### config.mk
export PLATFORM = sky130hd
export DESIGN_NAME = ts_layer_sequencer
export DESIGN_NICKNAME = d
export VERILOG_FILES = /design/src/common/ts_pkg.sv /design/src/hw/ts_layer_sequencer.sv
export SDC_FILE = /design/constraint.sdc
export NUM_CORES = 1
export LEC_CHECK = 0
export ABC_CLOCK_PERIOD_IN_PS = 3500
export BUFFER_PORTS_ARGS = -buffer_cell sky130_fd_sc_hd__clkbuf_2
export CAP_MARGIN = 20
export CORE_AREA = 2 2 58 60
export CTS_BUF_LIST = sky130_fd_sc_hd__clkbuf_2 sky130_fd_sc_hd__clkbuf_4 sky130_fd_sc_hd__clkbuf_8
export CTS_CLUSTER_SIZE = 20
export DETAILED_ROUTE_END_ITERATION = 8
export DIE_AREA = 0 0 60 62
export HOLD_SLACK_MARGIN = 0.12
export PLACE_DENSITY = 0.84
export SLEW_MARGIN = 20
export SYNTH_ARGS = -nofsm -noshare
export SYNTH_HDL_FRONTEND = slang
export SYNTH_SLANG_ARGS = --single-unit
### constraint.sdc
create_clock -name clk -period 3.5 [get_ports clk]
set_clock_uncertainty 0.05 [all_clocks]
set_input_delay 0.35 -clock clk [delete_from_list [all_inputs] [get_ports clk]]
set_output_delay 0.35 -clock clk [all_outputs]
set_load 0.03 [all_outputs]
### src/common/ts_pkg.sv
package ts_pkg;

	// screen X position or scroll offset
	typedef logic [8:0] xcoord_t;

	// bitmap line number
	typedef logic [8:0] bmline_t;

	// graphics page
	typedef logic [7:0] page_t;

	// word address within a bitmap line
	typedef logic [5:0] waddr_t;

	// object width code, width is (code + 1) * 8 pixels
	typedef logic [2:0] xsize_t;

	// renderer palette select
	typedef logic [3:0] pal_t;

	// tile number
	typedef logic [11:0] tnum_t;

	// sprite file address
	typedef logic [7:0] sreg_t;

	// one-hot layer vector
	// order: spr0, tile0, spr1, tile1, spr2
	typedef logic [4:0] layer_t;

	// last descriptor word, descriptors sit at 0, 3, ... 252
	localparam sreg_t SPR_LAST_REG = 8'd254;

	// tsconf bits
	localparam int TCONF_S_EN = 7;
	localparam int TCONF_T1_EN = 6;
	localparam int TCONF_T0_EN = 5;
	localparam int TCONF_T1Z_EN = 3;
	localparam int TCONF_T0Z_EN = 2;

	// layer select bit inside the tilemap read address
	localparam int TMB_LAYER_BIT = 0;

endpackage

### src/hw/ts_layer_sequencer.sv
`timescale 1ns/1ps

module ts_layer_sequencer (
	input logic clk,
	input logic rst,
	input logic start,
	input logic [7:0] tsconf,
	input logic tsr_rdy,
	input logic tile_valid,
	input logic [1:0] tile_end,
	input ts_pkg::waddr_t t_addr,
	input ts_pkg::bmline_t t_line,
	input ts_pkg::page_t t_page,
	input ts_pkg::xcoord_t t_x,
	input logic t_xf,
	input ts_pkg::pal_t t_pal,
	input logic spr_valid,
	input logic [2:0] spr_end,
	input ts_pkg::waddr_t s_addr,
	input ts_pkg::bmline_t s_line,
	input ts_pkg::page_t s_page,
	input ts_pkg::xcoord_t s_x,
	input ts_pkg::xsize_t s_xs,
	input logic s_xf,
	input ts_pkg::pal_t s_pal,
	output logic [1:0] tile_grant,
	output logic [2:0] spr_grant,
	output logic tile_take,
	output logic spr_take,
	output ts_pkg::waddr_t tsr_addr,
	output ts_pkg::bmline_t tsr_line,
	output ts_pkg::page_t tsr_page,
	output ts_pkg::xcoord_t tsr_x,
	output ts_pkg::xsize_t tsr_xs,
	output logic tsr_xf,
	output ts_pkg::pal_t tsr_pal,
	output logic tsr_go,
	output logic ts_done
);

	ts_pkg::layer_t layer;
	ts_pkg::layer_t layer_skip;
	ts_pkg::layer_t layer_dis;
	ts_pkg::layer_t layer_end;
	ts_pkg::layer_t layer_active;
	logic sprites;
	logic tiles;

	// bit order spr0, tile0, spr1, tile1, spr2 from bit 0 up
	assign layer_dis = {!tsconf[ts_pkg::TCONF_S_EN], !tsconf[ts_pkg::TCONF_T1_EN],
		!tsconf[ts_pkg::TCONF_S_EN], !tsconf[ts_pkg::TCONF_T0_EN],
		!tsconf[ts_pkg::TCONF_S_EN]};
	assign layer_end = {spr_end[2], tile_end[1], spr_end[1], tile_end[0], spr_end[0]};

	always_ff @(posedge clk)
	begin
		if (rst)
		begin
			layer <= '0;
			layer_skip <= '1;
		end
		else if (start)
		begin
			layer <= 5'b00001;
			layer_skip <= layer_dis;
		end
		else
		begin
			layer_skip <= layer_skip | layer_end;
			// step over a skipped layer, one per cycle
			if (|(layer & layer_skip))
				layer <= {layer[3:0], 1'b0};
		end
	end

	assign layer_active = layer & ~layer_skip;
	assign spr_grant = {layer_active[4], layer_active[2], layer_active[0]};
	assign tile_grant = {layer_active[3], layer_active[1]};
	assign sprites = |spr_grant;
	assign tiles = |tile_grant;

	assign tsr_go = tsr_rdy && ((sprites && spr_valid) || (tiles && tile_valid));
	assign spr_take = tsr_go && sprites;
	assign tile_take = tsr_go && tiles;

	// renderer port follows the granted walker
	assign tsr_addr = sprites ? s_addr : t_addr;
	assign tsr_line = sprites ? s_line : t_line;
	assign tsr_page = sprites ? s_page : t_page;
	assign tsr_x = sprites ? s_x : t_x;
	assign tsr_xs = sprites ? s_xs : 3'd0;
	assign tsr_xf = sprites ? s_xf : t_xf;
	assign tsr_pal = sprites ? s_pal : t_pal;

	assign ts_done = &layer_skip;

endmodule

### Word-level counts from Yosys, hierarchy flattened

Index checks and enable logic that the tools add are counted.

* multiplexer cells: 10
* bitwise logic cells: 4
* reduce and logical (&&, ||, !) cells: 15

Operators by type and width (number)
* $mux 9: 2
* $and 5x5->5: 2
* $mux 8: 1
* $mux 6: 1
* $logic_and 1x1->1: 5
* $mux 5: 1
* $not 5->5: 1
* $or 5x5->5: 1
* $reduce_and 5->1: 1
* $reduce_or 5->1: 1
* $mux 4: 1
* $reduce_or 2->1: 2
* $logic_not 1->1: 3
* $mux 1: 3
* $mux 3: 1
* $reduce_or 3->1: 1
* $reduce_bool 2->1: 1
* $logic_or 1x1->1: 1

* bits in registers: 10
* output and inout bits: 49
* logic and storage cells: 32

### Depth between registers and ports, before layout

Gate-level depths: netlist of run 1.

* depth after elaboration: 7
* depth in mapped cells: 4
* depth with buffers taken out: 3

### Worst setup path before layout of run 1

OpenSTA, ideal clock, no wires.

* path kind: reg-to-output
* start: reg layer[4]
* end: out spr_take
* data arrival time: 2.000 ns
* data required time: 3.100 ns
* path slack: 1.100 ns
* cell stages (with the launch flop): 5
* path buffers: 1
* cells stage by stage: dfxtp_1 > nor2b_1 > nor3_4 > buf_2 > a211oi_1

* longest elaborated chain between the ends: 6

RTL lines
* from (decl): RTL line ts_layer_sequencer.sv:41 `ts_pkg::layer_t layer;`
* from (signal assigned): RTL line ts_layer_sequencer.sv:72 `layer <= {layer[3:0], 1'b0};`
* $and 5x5->5 (*): RTL line ts_layer_sequencer.sv:76 `assign layer_active = layer & ~layer_skip;`
* net spr_grant[2]: RTL line ts_layer_sequencer.sv:27 `output logic [2:0] spr_grant,`
* $reduce_or 3->1 (*): RTL line ts_layer_sequencer.sv:79 `assign sprites = |spr_grant;`
* $logic_and 1x1->1: RTL line ts_layer_sequencer.sv:82 `assign tsr_go = tsr_rdy && ((sprites && spr_valid) || (tiles && tile_valid));`
* $logic_or 1x1->1: RTL line ts_layer_sequencer.sv:82
* $logic_and 1x1->1: RTL line ts_layer_sequencer.sv:82
* $logic_and 1x1->1 (*): RTL line ts_layer_sequencer.sv:83 `assign spr_take = tsr_go && sprites;`
* to (decl): RTL line ts_layer_sequencer.sv:29 `output logic spr_take,`

The timed path passes the listed nets; every way through them passes the cells marked *.

### Final worst setup path of run 1

* start: reg layer[0]
* end: out tsr_pal[3]

* longest elaborated chain between the ends: 3

RTL lines
* $and 5x5->5: RTL line ts_layer_sequencer.sv:76
* $reduce_or 3->1: RTL line ts_layer_sequencer.sv:79
* $mux 4: RTL line ts_layer_sequencer.sv:93 `assign tsr_pal = sprites ? s_pal : t_pal;`
* to (decl): RTL line ts_layer_sequencer.sv:36 `output ts_pkg::pal_t tsr_pal,`

Every way passes these cells.

==> metrics.md, run 1 <==
| Metric | Value |
|---|---|
| Status | finished, final reports clean |
| GP Congestion | 0.780 |
| Starting density of the core | 29.6% |
| Final Slew Violations | 0 |
| Library cells used by synthesis | 24 |
| All-Layer GR Usage | 16.4% |
| Post_cts resized | 0 |
| Multi-input logic area | 706 um^2 |
| Register area | 200 um^2 |
| Clock Tree Root | clkbuf_4 |
| First-pass GRT wire length | 4.71 mm |
| Max Fclk | 446 MHz |
| Ant. Diodes | 0 |
| IO buf count | 139 |
| R2r setup slk | 2150 ps |
| Psw | 0.150 mW |
| CTS clk-pin slew, worst paths | 70 ps |
| Worst-Margin Slew | 375 ps |
| Die ar. | 3720 um^2 |
| DR DRC count | 0 |
| # setup viols final | 0 |
| Htree depth | 1 |
| Total core area | 3180 um^2 |
| Clock Sinks | 10 |
| Required time of the critical path | 3100 ps |
| Mapped Area | 941 um^2 |
| Reg2Reg Depth | 3 |
| Core Util, Final | 54.2% |
| Initial antenna violation count | 0 |
| #FFs+latches synth | 10 |
| Die height | 62 um |
| P_leak | 0.961 nW |
| DR vias/cell | 4.58 |
| Total CTS buffers | 3 |
| Switching share of power | 36.6% |
| Ports | 145 |
| Fin crit share | 64.1% |
| Syn Inst Count | 101 |
| Pre-antenna DRT Iters | 4 |
| CTS tree | yes |
| Final Hold Vio Count | 0 |
| Clk buf depth | 2 |
| Hold Crit Class | in -> reg |
| Ys async rst share | 0% |
| Routed vias | 1315 |
| Syn Nets | 197 |
| P_int | 0.260 mW |
| Register area share after synthesis | 21.3% |
| Row count | 21 |
| Power share of the combinational group | 45.1% |
| Post-CTS Setup Bufs | 0 |
| Worst Setup Path Type | reg -> out |
| Hold path depth | 3 |
| Vias in the first global route | 1091 |
| Maxcap violations | 0 |
| Unrepaired setup endpoints after global routing | no |
| Dominant synthesized flop cell | dfxtp_1 |
| Die W | 60 um |
| Share of layout cells above drive strength 1 | 62.7% |
| Synth warn | 0 |
| CP max FO | 22 |
| DP Wirelength | 3.04 mm |
| Worst VDD drop | 0.188 mV |
| DRT antenna net count | 0 |
| Hold_buf cts | 0 |
| Min Tclk post-route | 2240 ps |
| Arr. time, crit path | 1840 ps |
| Post-synth EDFFs | 0 |
| Setup TNS Final | 0 ps |
| Number of DRC markers in iteration 0 | 25 |
| DR WL/cell | 11.7 um |
| Fill count | 319 |
| Largest net degree at the start of global routing | 23 |
| Layout area overhead | 83.0% |
| Final net count | 338 |
| Sequential share of power | 29.7% |
| Final WL | 3.35 mm |
| Cell Pwr Density | 239 nW/um^2 |
| Max transition margin | 75.0% |
| Final worst slack | 1260 ps |
| Place WS | 1540 ps |
| Syn_area_per_cell | 9.32 um^2 |
| CP endpoint kind | output port |
| Clk pwr share | 25.1% |
| Clock latency on the worst-skew pair | 260 ps |
| Grt total ovfl | 0 |
| Setup crit start kind | flip-flop |
## worst max-delay path: stages (launching register included)
cell and delay, ps:
dfxtp_1 330, nor2b_2 190, nor3_4 190, buf_4 310, mux2_2 370, clkbuf_2 190
## metrics by stage
step	power, mW	cells	hold slack [ps]	cell area (um^2)
after floorplan	0.230	101	372	941
after global placement	0.309	283	417	1690
after detailed placement	0.312	283	435	1690
after CTS	0.416	287	269	1720
after global routing	0.434	287	289	1720
final	0.411	287	272	1720
## final timing paths
| kind | from | end |
|---|---|---|
| setup / recovery | layer[0] | tsr_pal[3] |
| hold / removal | spr_end[2] | layer_skip[4] |
| setup reg to reg | layer_skip[0] | layer[4] |
| hold reg to reg | layer[4] | layer[4] |
## power by group through the flow
| stage | Clock [mW] | Combinational, mW | Sequential [mW] |
|---|---|---|---|
| after global placement | 0 | 0.185 | 0.124 |
| after floorplan | 0 | 0.106 | 0.123 |
| final | 0.103 | 0.185 | 0.122 |
| after global routing | 0.111 | 0.200 | 0.123 |
| after detailed placement | 0 | 0.187 | 0.125 |
| after CTS | 0.106 | 0.188 | 0.122 |
## layer usage
| metal | up-vias | GRT usage (%) | wire [um] |
|---|---|---|---|
| li1 | 646 | - | - |
| met1 | 594 | 18.2 | 1240 |
| met2 | 73 | 31.7 | 1730 |
| met3 | 2 | 3.73 | 355 |
| met4 | 0 | 3.81 | 19 |
| met5 | - | 0 | 0 |
## state kept, by name, indices dropped and copies added (netlist names)
signal / flops
layer: 5
layer_skip: 5
## Yosys cell counts, types with 2 or more instances
cell / number / area [um^2]
nor2_1: 3 / 11.3
nor2b_2: 2 / 17.5
o21bai_1: 3 / 22.5
or2_2: 2 / 12.5
nor3_1: 5 / 25.0
buf_2: 4 / 20.0
nand2_1: 7 / 26.3
mux2i_1: 4 / 40.0
o21ai_0: 2 / 10.0
inv_1: 3 / 11.3
mux2_1: 36 / 405
dfxtp_1: 10 / 200
a21oi_1: 4 / 20.0
nor2b_1: 6 / 37.5
## cells by family (layout without fill, tap and decap cells)
group | Yosys count | count (layout) | synth area share, %
muxes | 41 | 41 | 48.5
and+or+nand+nor | 28 | 28 | 16.8
AOI/OAI and AO/OA | 14 | 14 | 9.71
DFF | 10 | 10 | 21.3
buffers and inverters | 8 | 148 | 3.72
## cell usage in the layout (no fill, tap or decap)
| master | count |
|---|---|
| a211oi_1 | 1 |
| a21oi_1 | 4 |
| a222oi_1 | 1 |
| a22oi_1 | 1 |
| a31oi_1 | 1 |
| and2_1 | 1 |
| buf_4 | 2 |
| clkbuf_2 | 139 |
| clkbuf_4 | 3 |
| clkbuf_8 | 1 |
| dfxtp_1 | 10 |
| inv_1 | 3 |
| mux2_1 | 36 |
| mux2_2 | 1 |
| mux2i_1 | 4 |
| nand2_1 | 7 |
| nand3_1 | 1 |
| nor2_1 | 3 |
| nor2b_1 | 6 |
| nor2b_2 | 2 |
| nor3_1 | 5 |
| nor3_4 | 1 |
| o21ai_0 | 2 |
| o21bai_1 | 3 |
| o31ai_1 | 1 |
| or2_2 | 2 |
## cell type report
| cell class | instances | area share [%] |
|---|---|---|
| Clock buffer | 4 | 2.11 |
| Inverter | 3 | 0.654 |
| Multi-Input combinational cell | 83 | 41.0 |
| Sequential cell | 10 | 11.6 |
| Tap cell | 46 | 3.34 |
| Timing Repair Buffer | 141 | 41.3 |
Note: power is estimated with default switching activity, not from simulation.
==> run 2: changes to the inputs <==
ABC_CLOCK_PERIOD_IN_PS = 2100   (was 3500)
CORE_AREA = 2 2 60 62   (was 2 2 58 60)
DIE_AREA = 0 0 62 64   (was 0 0 60 62)
PLACE_DENSITY = 0.79   (was 0.84)
clock period = 2.1 ns   (was 3.5 ns; I/O delays follow)
==> run 2 against run 1 <==
  * Via count down 2.2%
  * Highest routed layer unchanged
  * Critical path type unchanged
  * Critical path depth did not move
  * Die area grew 6.7%
  * Design area rose by 0.58%
==> metrics.md, run 2 (synthesis results as in run 1) <==
| Metric | Value |
|---|---|
| Number of DRC markers in iteration 0 | 16 |
| CP max FO | 41 |
| Maxcap violations | 0 |
| Clock Sinks | 10 |
| Final worst slack | 19.6 ps |
| Worst-Margin Slew | 354 ps |
| CP endpoint kind | output port |
| Max Fclk | 481 MHz |
| Biggest regs | layer x5, layer_skip x5 |
| IO buf count | 139 |
| P_leak | 0.956 nW |
| Initial antenna violation count | 0 |
| Final net count | 337 |
| Status | finished, final reports clean |
| Setup TNS Final | 0 ps |
| Slowest cell on the critical path | mux2_1 |
| Row count | 21 |
| Routed vias | 1286 |
| Place WS | 297 ps |
| GP Congestion | 0.840 |
| Most frequent cells in the layout | clkbuf_2, buf_2, mux2_1 |
| Max transition margin | 76.4% |
| Final WL | 3.56 mm |
| Critical path cell sequence | nor2b_2 > nor3_4 > buf_12 > mux2_1 > buf_2 |
| Worst Setup Path Type | reg -> out |
| Vias in the first global route | 1219 |
| Worst VDD drop | 0.287 mV |
| All-Layer GR Usage | 16.8% |
| DR DRC count | 0 |
| Clk buf depth | 2 |
| Total CTS buffers | 3 |
| Layout area overhead | 84.0% |
| Total core area | 3280 um^2 |
| Commonest non-fill, non-tap cell in the layout | clkbuf_2 |
| Ports | 145 |
| Die height | 64 um |
| Core Util, Final | 52.7% |
| Final Hold Vio Count | 0 |
| DR WL/cell | 12.4 um |
| Die W | 62 um |
| First-pass GRT wire length | 5.09 mm |
| CTS clk-pin slew, worst paths | 70 ps |
| Post-route cell area | 1730 um^2 |
| DR vias/cell | 4.50 |
| Clock Tree Root | clkbuf_4 |
| CTS tree | yes |
| Hold Worst Slack | 132 ps |
| # setup viols final | 0 |
| Setup crit start kind | flip-flop |
| Largest net degree at the start of global routing | 42 |
| DRT antenna net count | 0 |
| Htree depth | 1 |
| Fill count | 325 |
| Max stage delay on crit path | 350 ps |
| DP Wirelength | 3.16 mm |
| Required time of the critical path | 1840 ps |
| Final Slew Violations | 0 |
| Arr. time, crit path | 1820 ps |
| Area after DPL | 1700 um^2 |
| Starting density of the core | 28.6% |
| Min Tclk post-route | 2080 ps |
| Unrepaired setup endpoints after global routing | yes |
| Fin crit share | 99.1% |
| Clock latency on the worst-skew pair | 270 ps |
| Ant. Diodes | 0 |
| Die ar. | 3970 um^2 |
| Share of layout cells above drive strength 1 | 62.9% |
| Pre-antenna DRT Iters | 4 |
| Hold_buf cts | 0 |
| Cell Pwr Density | 397 nW/um^2 |
| Hold Crit Class | in -> reg |
| Grt total ovfl | 0 |
run 2: cell types whose count changed in the layout (fill, tap and decap cells not counted), sizes merged:
cell / delta
buf: +36
clkbuf: -37
run 2: final timing paths:
| check | to | cells past startpoint | slack, ps | from |
|---|---|---|---|---|
| worst max-delay path | tsr_x[0] | 5 | 20 | layer[0] |
| worst min-delay path | layer[0] | 2 | 130 | rst |
| worst max register to register | layer[4] | 3 | 770 | layer_skip[0] |
| worst min register to register | layer[4] | 2 | 420 | layer[4] |
run 2: per-layer routing:
metal / wire length [um] / track usage [%] / vias to the layer above / share of wire, %
met2: 1870 / 32.3 / 68 / 52
met5: 0 / 0 / - / 0
li1: - / - / 645 / -
met4: 134 / 9.31 / 0 / 3.8
met1: 1250 / 15.1 / 561 / 35
met3: 313 / 3.44 / 12 / 8.8
run 2: critical path, delay by kind of cell (launching register included):
| family | cells | cell delay, ps |
|---|---|---|
| buffers and inverters | 2 | 430 |
| flip-flops | 1 | 340 |
| multiplexers | 1 | 350 |
| AND/OR/NAND/NOR | 2 | 410 |
run 2: cell type report:
class,count,area (um^2),share of cell area [%]
Multi-Input combinational cell,83,711,41.0
Sequential cell,10,200,11.6
Inverter,3,11.3,0.650
Tap cell,46,57.6,3.32
Clock buffer,4,36.3,2.10
Timing Repair Buffer,140,716,41.3
run 2: power by group:
part,switching (mW),leakage (nW),internal [mW]
Combinational,0.177,0.853,0.135
Sequential,0.00743,0.0819,0.196
Clock,0.0672,0.0210,0.105
Total,0.252,0.956,0.436
run 2: per-stage QoR:
step                      total power, mW  instances
after floorplan                     0.383        101
final                               0.688        286
after global placement              0.515        282
after CTS                           0.697        286
after global routing                0.723        286
after detailed placement            0.522        282
run 2: repair_timing:
action                                  in CTS  in global routing
gates resized for setup                      0                 37
setup buffers                                0                  0
endpoints found under the hold margin        0                  0
endpoints found under the setup margin       0                 37
==> run 3: changes to the inputs <==
ABC_AREA = 1   (was default)
PLACE_DENSITY = 0.81   (was 0.79)
==> run 3 against run 2 <==
  * Synthesized cell count grew 100%
  * Wire length grew 9.5%
  * Sequential share of layout area shrank 0.48 points
  * Combinational power grew 69%
  * Flip-flop and latch count is the same
  * Final cell count grew 37%
  * Non-clock buffer count grew 6
  * First-iteration DRC count grew to 5.1 times the previous value
  * Sequential power grew 7%
  * Critical endpoint is now tsr_page[7]
  * Largest cell class unchanged
  * Highest routed layer unchanged
==> metrics.md, run 3 <==
| Metric | Value |
|---|---|
| Status | finished, final reports clean |
| Worst Setup Path Type | reg -> out |
| Die ar. | 3970 um^2 |
| Final worst slack | 215 ps |
| Post-route cell area | 1810 um^2 |
| Biggest regs | layer x5, layer_skip x5 |
| Die height | 64 um |
| Post-CTS Setup Bufs | 0 |
| Register area | 200 um^2 |
| #FFs+latches synth | 10 |
| Routed vias | 1647 |
| Setup TNS Final | 0 ps |
| Share of layout cells above drive strength 1 | 42.9% |
| Min Tclk post-route | 1890 ps |
| Largest net degree at the start of global routing | 39 |
| All-Layer GR Usage | 18.4% |
| Required time of the critical path | 1840 ps |
| Total CTS buffers | 3 |
| CTS tree | yes |
| Arr. time, crit path | 1630 ps |
| Grt total ovfl | 0 |
| Leading cell type by number of instances after synthesis | nand2_1 |
| Mapped Area | 991 um^2 |
| Final Slew Violations | 0 |
| Reg2Reg Depth | 6 |
| Final Hold Vio Count | 0 |
| GP Congestion | 0.871 |
| Max stage delay on crit path | 380 ps |
| Number of DRC markers in iteration 0 | 82 |
| Total power | 0.920 mW |
| Pre-antenna DRT Iters | 4 |
| CP startpoint | layer_skip[4] |
| Hold path depth | 3 |
| Clock latency on the worst-skew pair | 270 ps |
| Library cells used by synthesis | 16 |
| Syn_area_per_cell | 4.83 um^2 |
| Critical path cell sequence | inv_1 > nand2_1 > nand3_4 > inv_2 > buf_12 > nand2_1 > nand2_1 > clkbuf_2 |
| # setup viols final | 0 |
| Clk buf depth | 2 |
| Yosys top cell area share | 53.0% |
| P_leak | 1.29 nW |
| Layout area overhead | 82.3% |
| Most frequent cells in the layout | nand2_1, clkbuf_2, inv_1 |
| Initial antenna violation count | 0 |
| DR WL/cell | 9.91 um |
| Synth cell count leaders | nand2_1, inv_1, nor2_1 |
| Slowest cell on the critical path | dfxtp_1 |
| Max Fclk | 530 MHz |
| CP max FO | 38 |
| Fin crit share | 89.8% |
| First-pass GRT wire length | 5.61 mm |
| Row count | 21 |
| Die W | 62 um |
| CP delay by family, top | buffers and inverters |
| Syn Inst Count | 205 |
| Dominant synthesized flop cell | dfxtp_1 |
| Synth warn | 0 |
| Worst VDD drop | 0.287 mV |
| Max transition margin | 77.3% |
| Htree depth | 1 |
| HP Start | spr_end[0] |
| DR DRC count | 0 |
| Clock Tree Root | clkbuf_4 |
| Clock Sinks | 10 |
| Fill count | 337 |
| Syn Nets | 301 |
| Ys async rst share | 0% |
| Area after DPL | 1720 um^2 |
| Launching point of the worst reg2reg path | layer_skip[1] |
| Final WL | 3.90 mm |
| Register area share after synthesis | 20.2% |
| Cell Pwr Density | 509 nW/um^2 |
| Commonest non-fill, non-tap cell in the layout | nand2_1 |
| CP endpoint kind | output port |
| Area leader, netlist | nand2_1 |
| Maxcap violations | 0 |
| Place WS | 395 ps |
| WP buf/inv | 4 |
| Synth area leaders | nand2_1, dfxtp_1, inv_1 |
| Final net count | 444 |
| Hold Path End | layer_skip[0] |
| Ant. Diodes | 0 |
| Ports | 145 |
| DRT antenna net count | 0 |
| CTS clk-pin slew, worst paths | 60 ps |
| Starting density of the core | 30.2% |
| Post-synth EDFFs | 0 |
| Hold Crit Class | in -> reg |
| R2r setup slk | 960 ps |
| Total core area | 3280 um^2 |
| Vias in the first global route | 1368 |
| Crit-path most repeated cell | nand2_1 |
| IO buf count | 139 |
| Unrepaired setup endpoints after global routing | no |
| Multi-input logic area | 667 um^2 |
| DP Wirelength | 3.30 mm |
| Setup crit start kind | flip-flop |
| DR vias/cell | 4.19 |
| Critical R2R Capture | layer[2] |
| Worst-Margin Slew | 340 ps |
==> run 3: kinds of logic after synthesis <==
| logic type | synth area share (%) |
|---|---|
| AO/OA/AOI/OAI | 5.81 |
| buffers and inverters | 13.3 |
| flip-flops | 20.2 |
| AND/OR/NAND/NOR | 60.7 |
==> run 3: per-layer routing <==
metal | share of wire [%] | GRT usage, % | vias up
met5 | 0 | 0 | -
met4 | 1.4 | 5.59 | 0
met3 | 12 | 5.47 | 7
met2 | 51 | 35.0 | 67
met1 | 35 | 17.8 | 682
li1 | - | - | 891
==> run 3: worst max-delay path by stage <==
stage	endpoint	slack, ps	cells after the start
finish	tsr_page[7]	210	8
global route	tsr_pal[0]	20	8
CTS	tsr_addr[5]	90	8
detailed placement	tsr_line[7]	400	8
global placement	tsr_addr[5]	390	8
floorplan	spr_take	680	5
==> run 3: final cells by class <==
class | count | share of cell area [%]
timing repair buffer | 146 | 42.7
multi-input combinational | 167 | 36.9
sequential | 10 | 11.1
inverter | 20 | 4.16
tap | 46 | 3.19
clock buffer | 4 | 2.01
==> run 3: report_power, final <==
part           switching, mW  total [mW]  leakage (nW)  internal, mW
Sequential            0.0141       0.219        0.0826         0.205
Combinational          0.345       0.527          1.18         0.182
Clock                 0.0678       0.173        0.0210         0.105
==> run 3: repair_timing <==
item,CTS,global route
hold buffers,4,0
gates resized for setup,0,1
hold endpoints to repair,4,0
endpoints found under the setup margin,0,37
==> run 3: worst register-to-register path, stage by stage (launching register included) <==
cell and delay [ps]:
dfxtp_1 350, nand2_1 80, nand3_1 80, nor2_2 290
nand2_1 90, nand2_1 70, nor2_1 30
==> run 3: metrics by stage <==
stage	std cells	hold WS [ps]	util [%]
floorplan	205	229	-
global placement	385	350	52.5
CTS	393	128	54.8
finish	393	123	55.0
global route	393	166	55.0
detailed placement	385	353	52.5
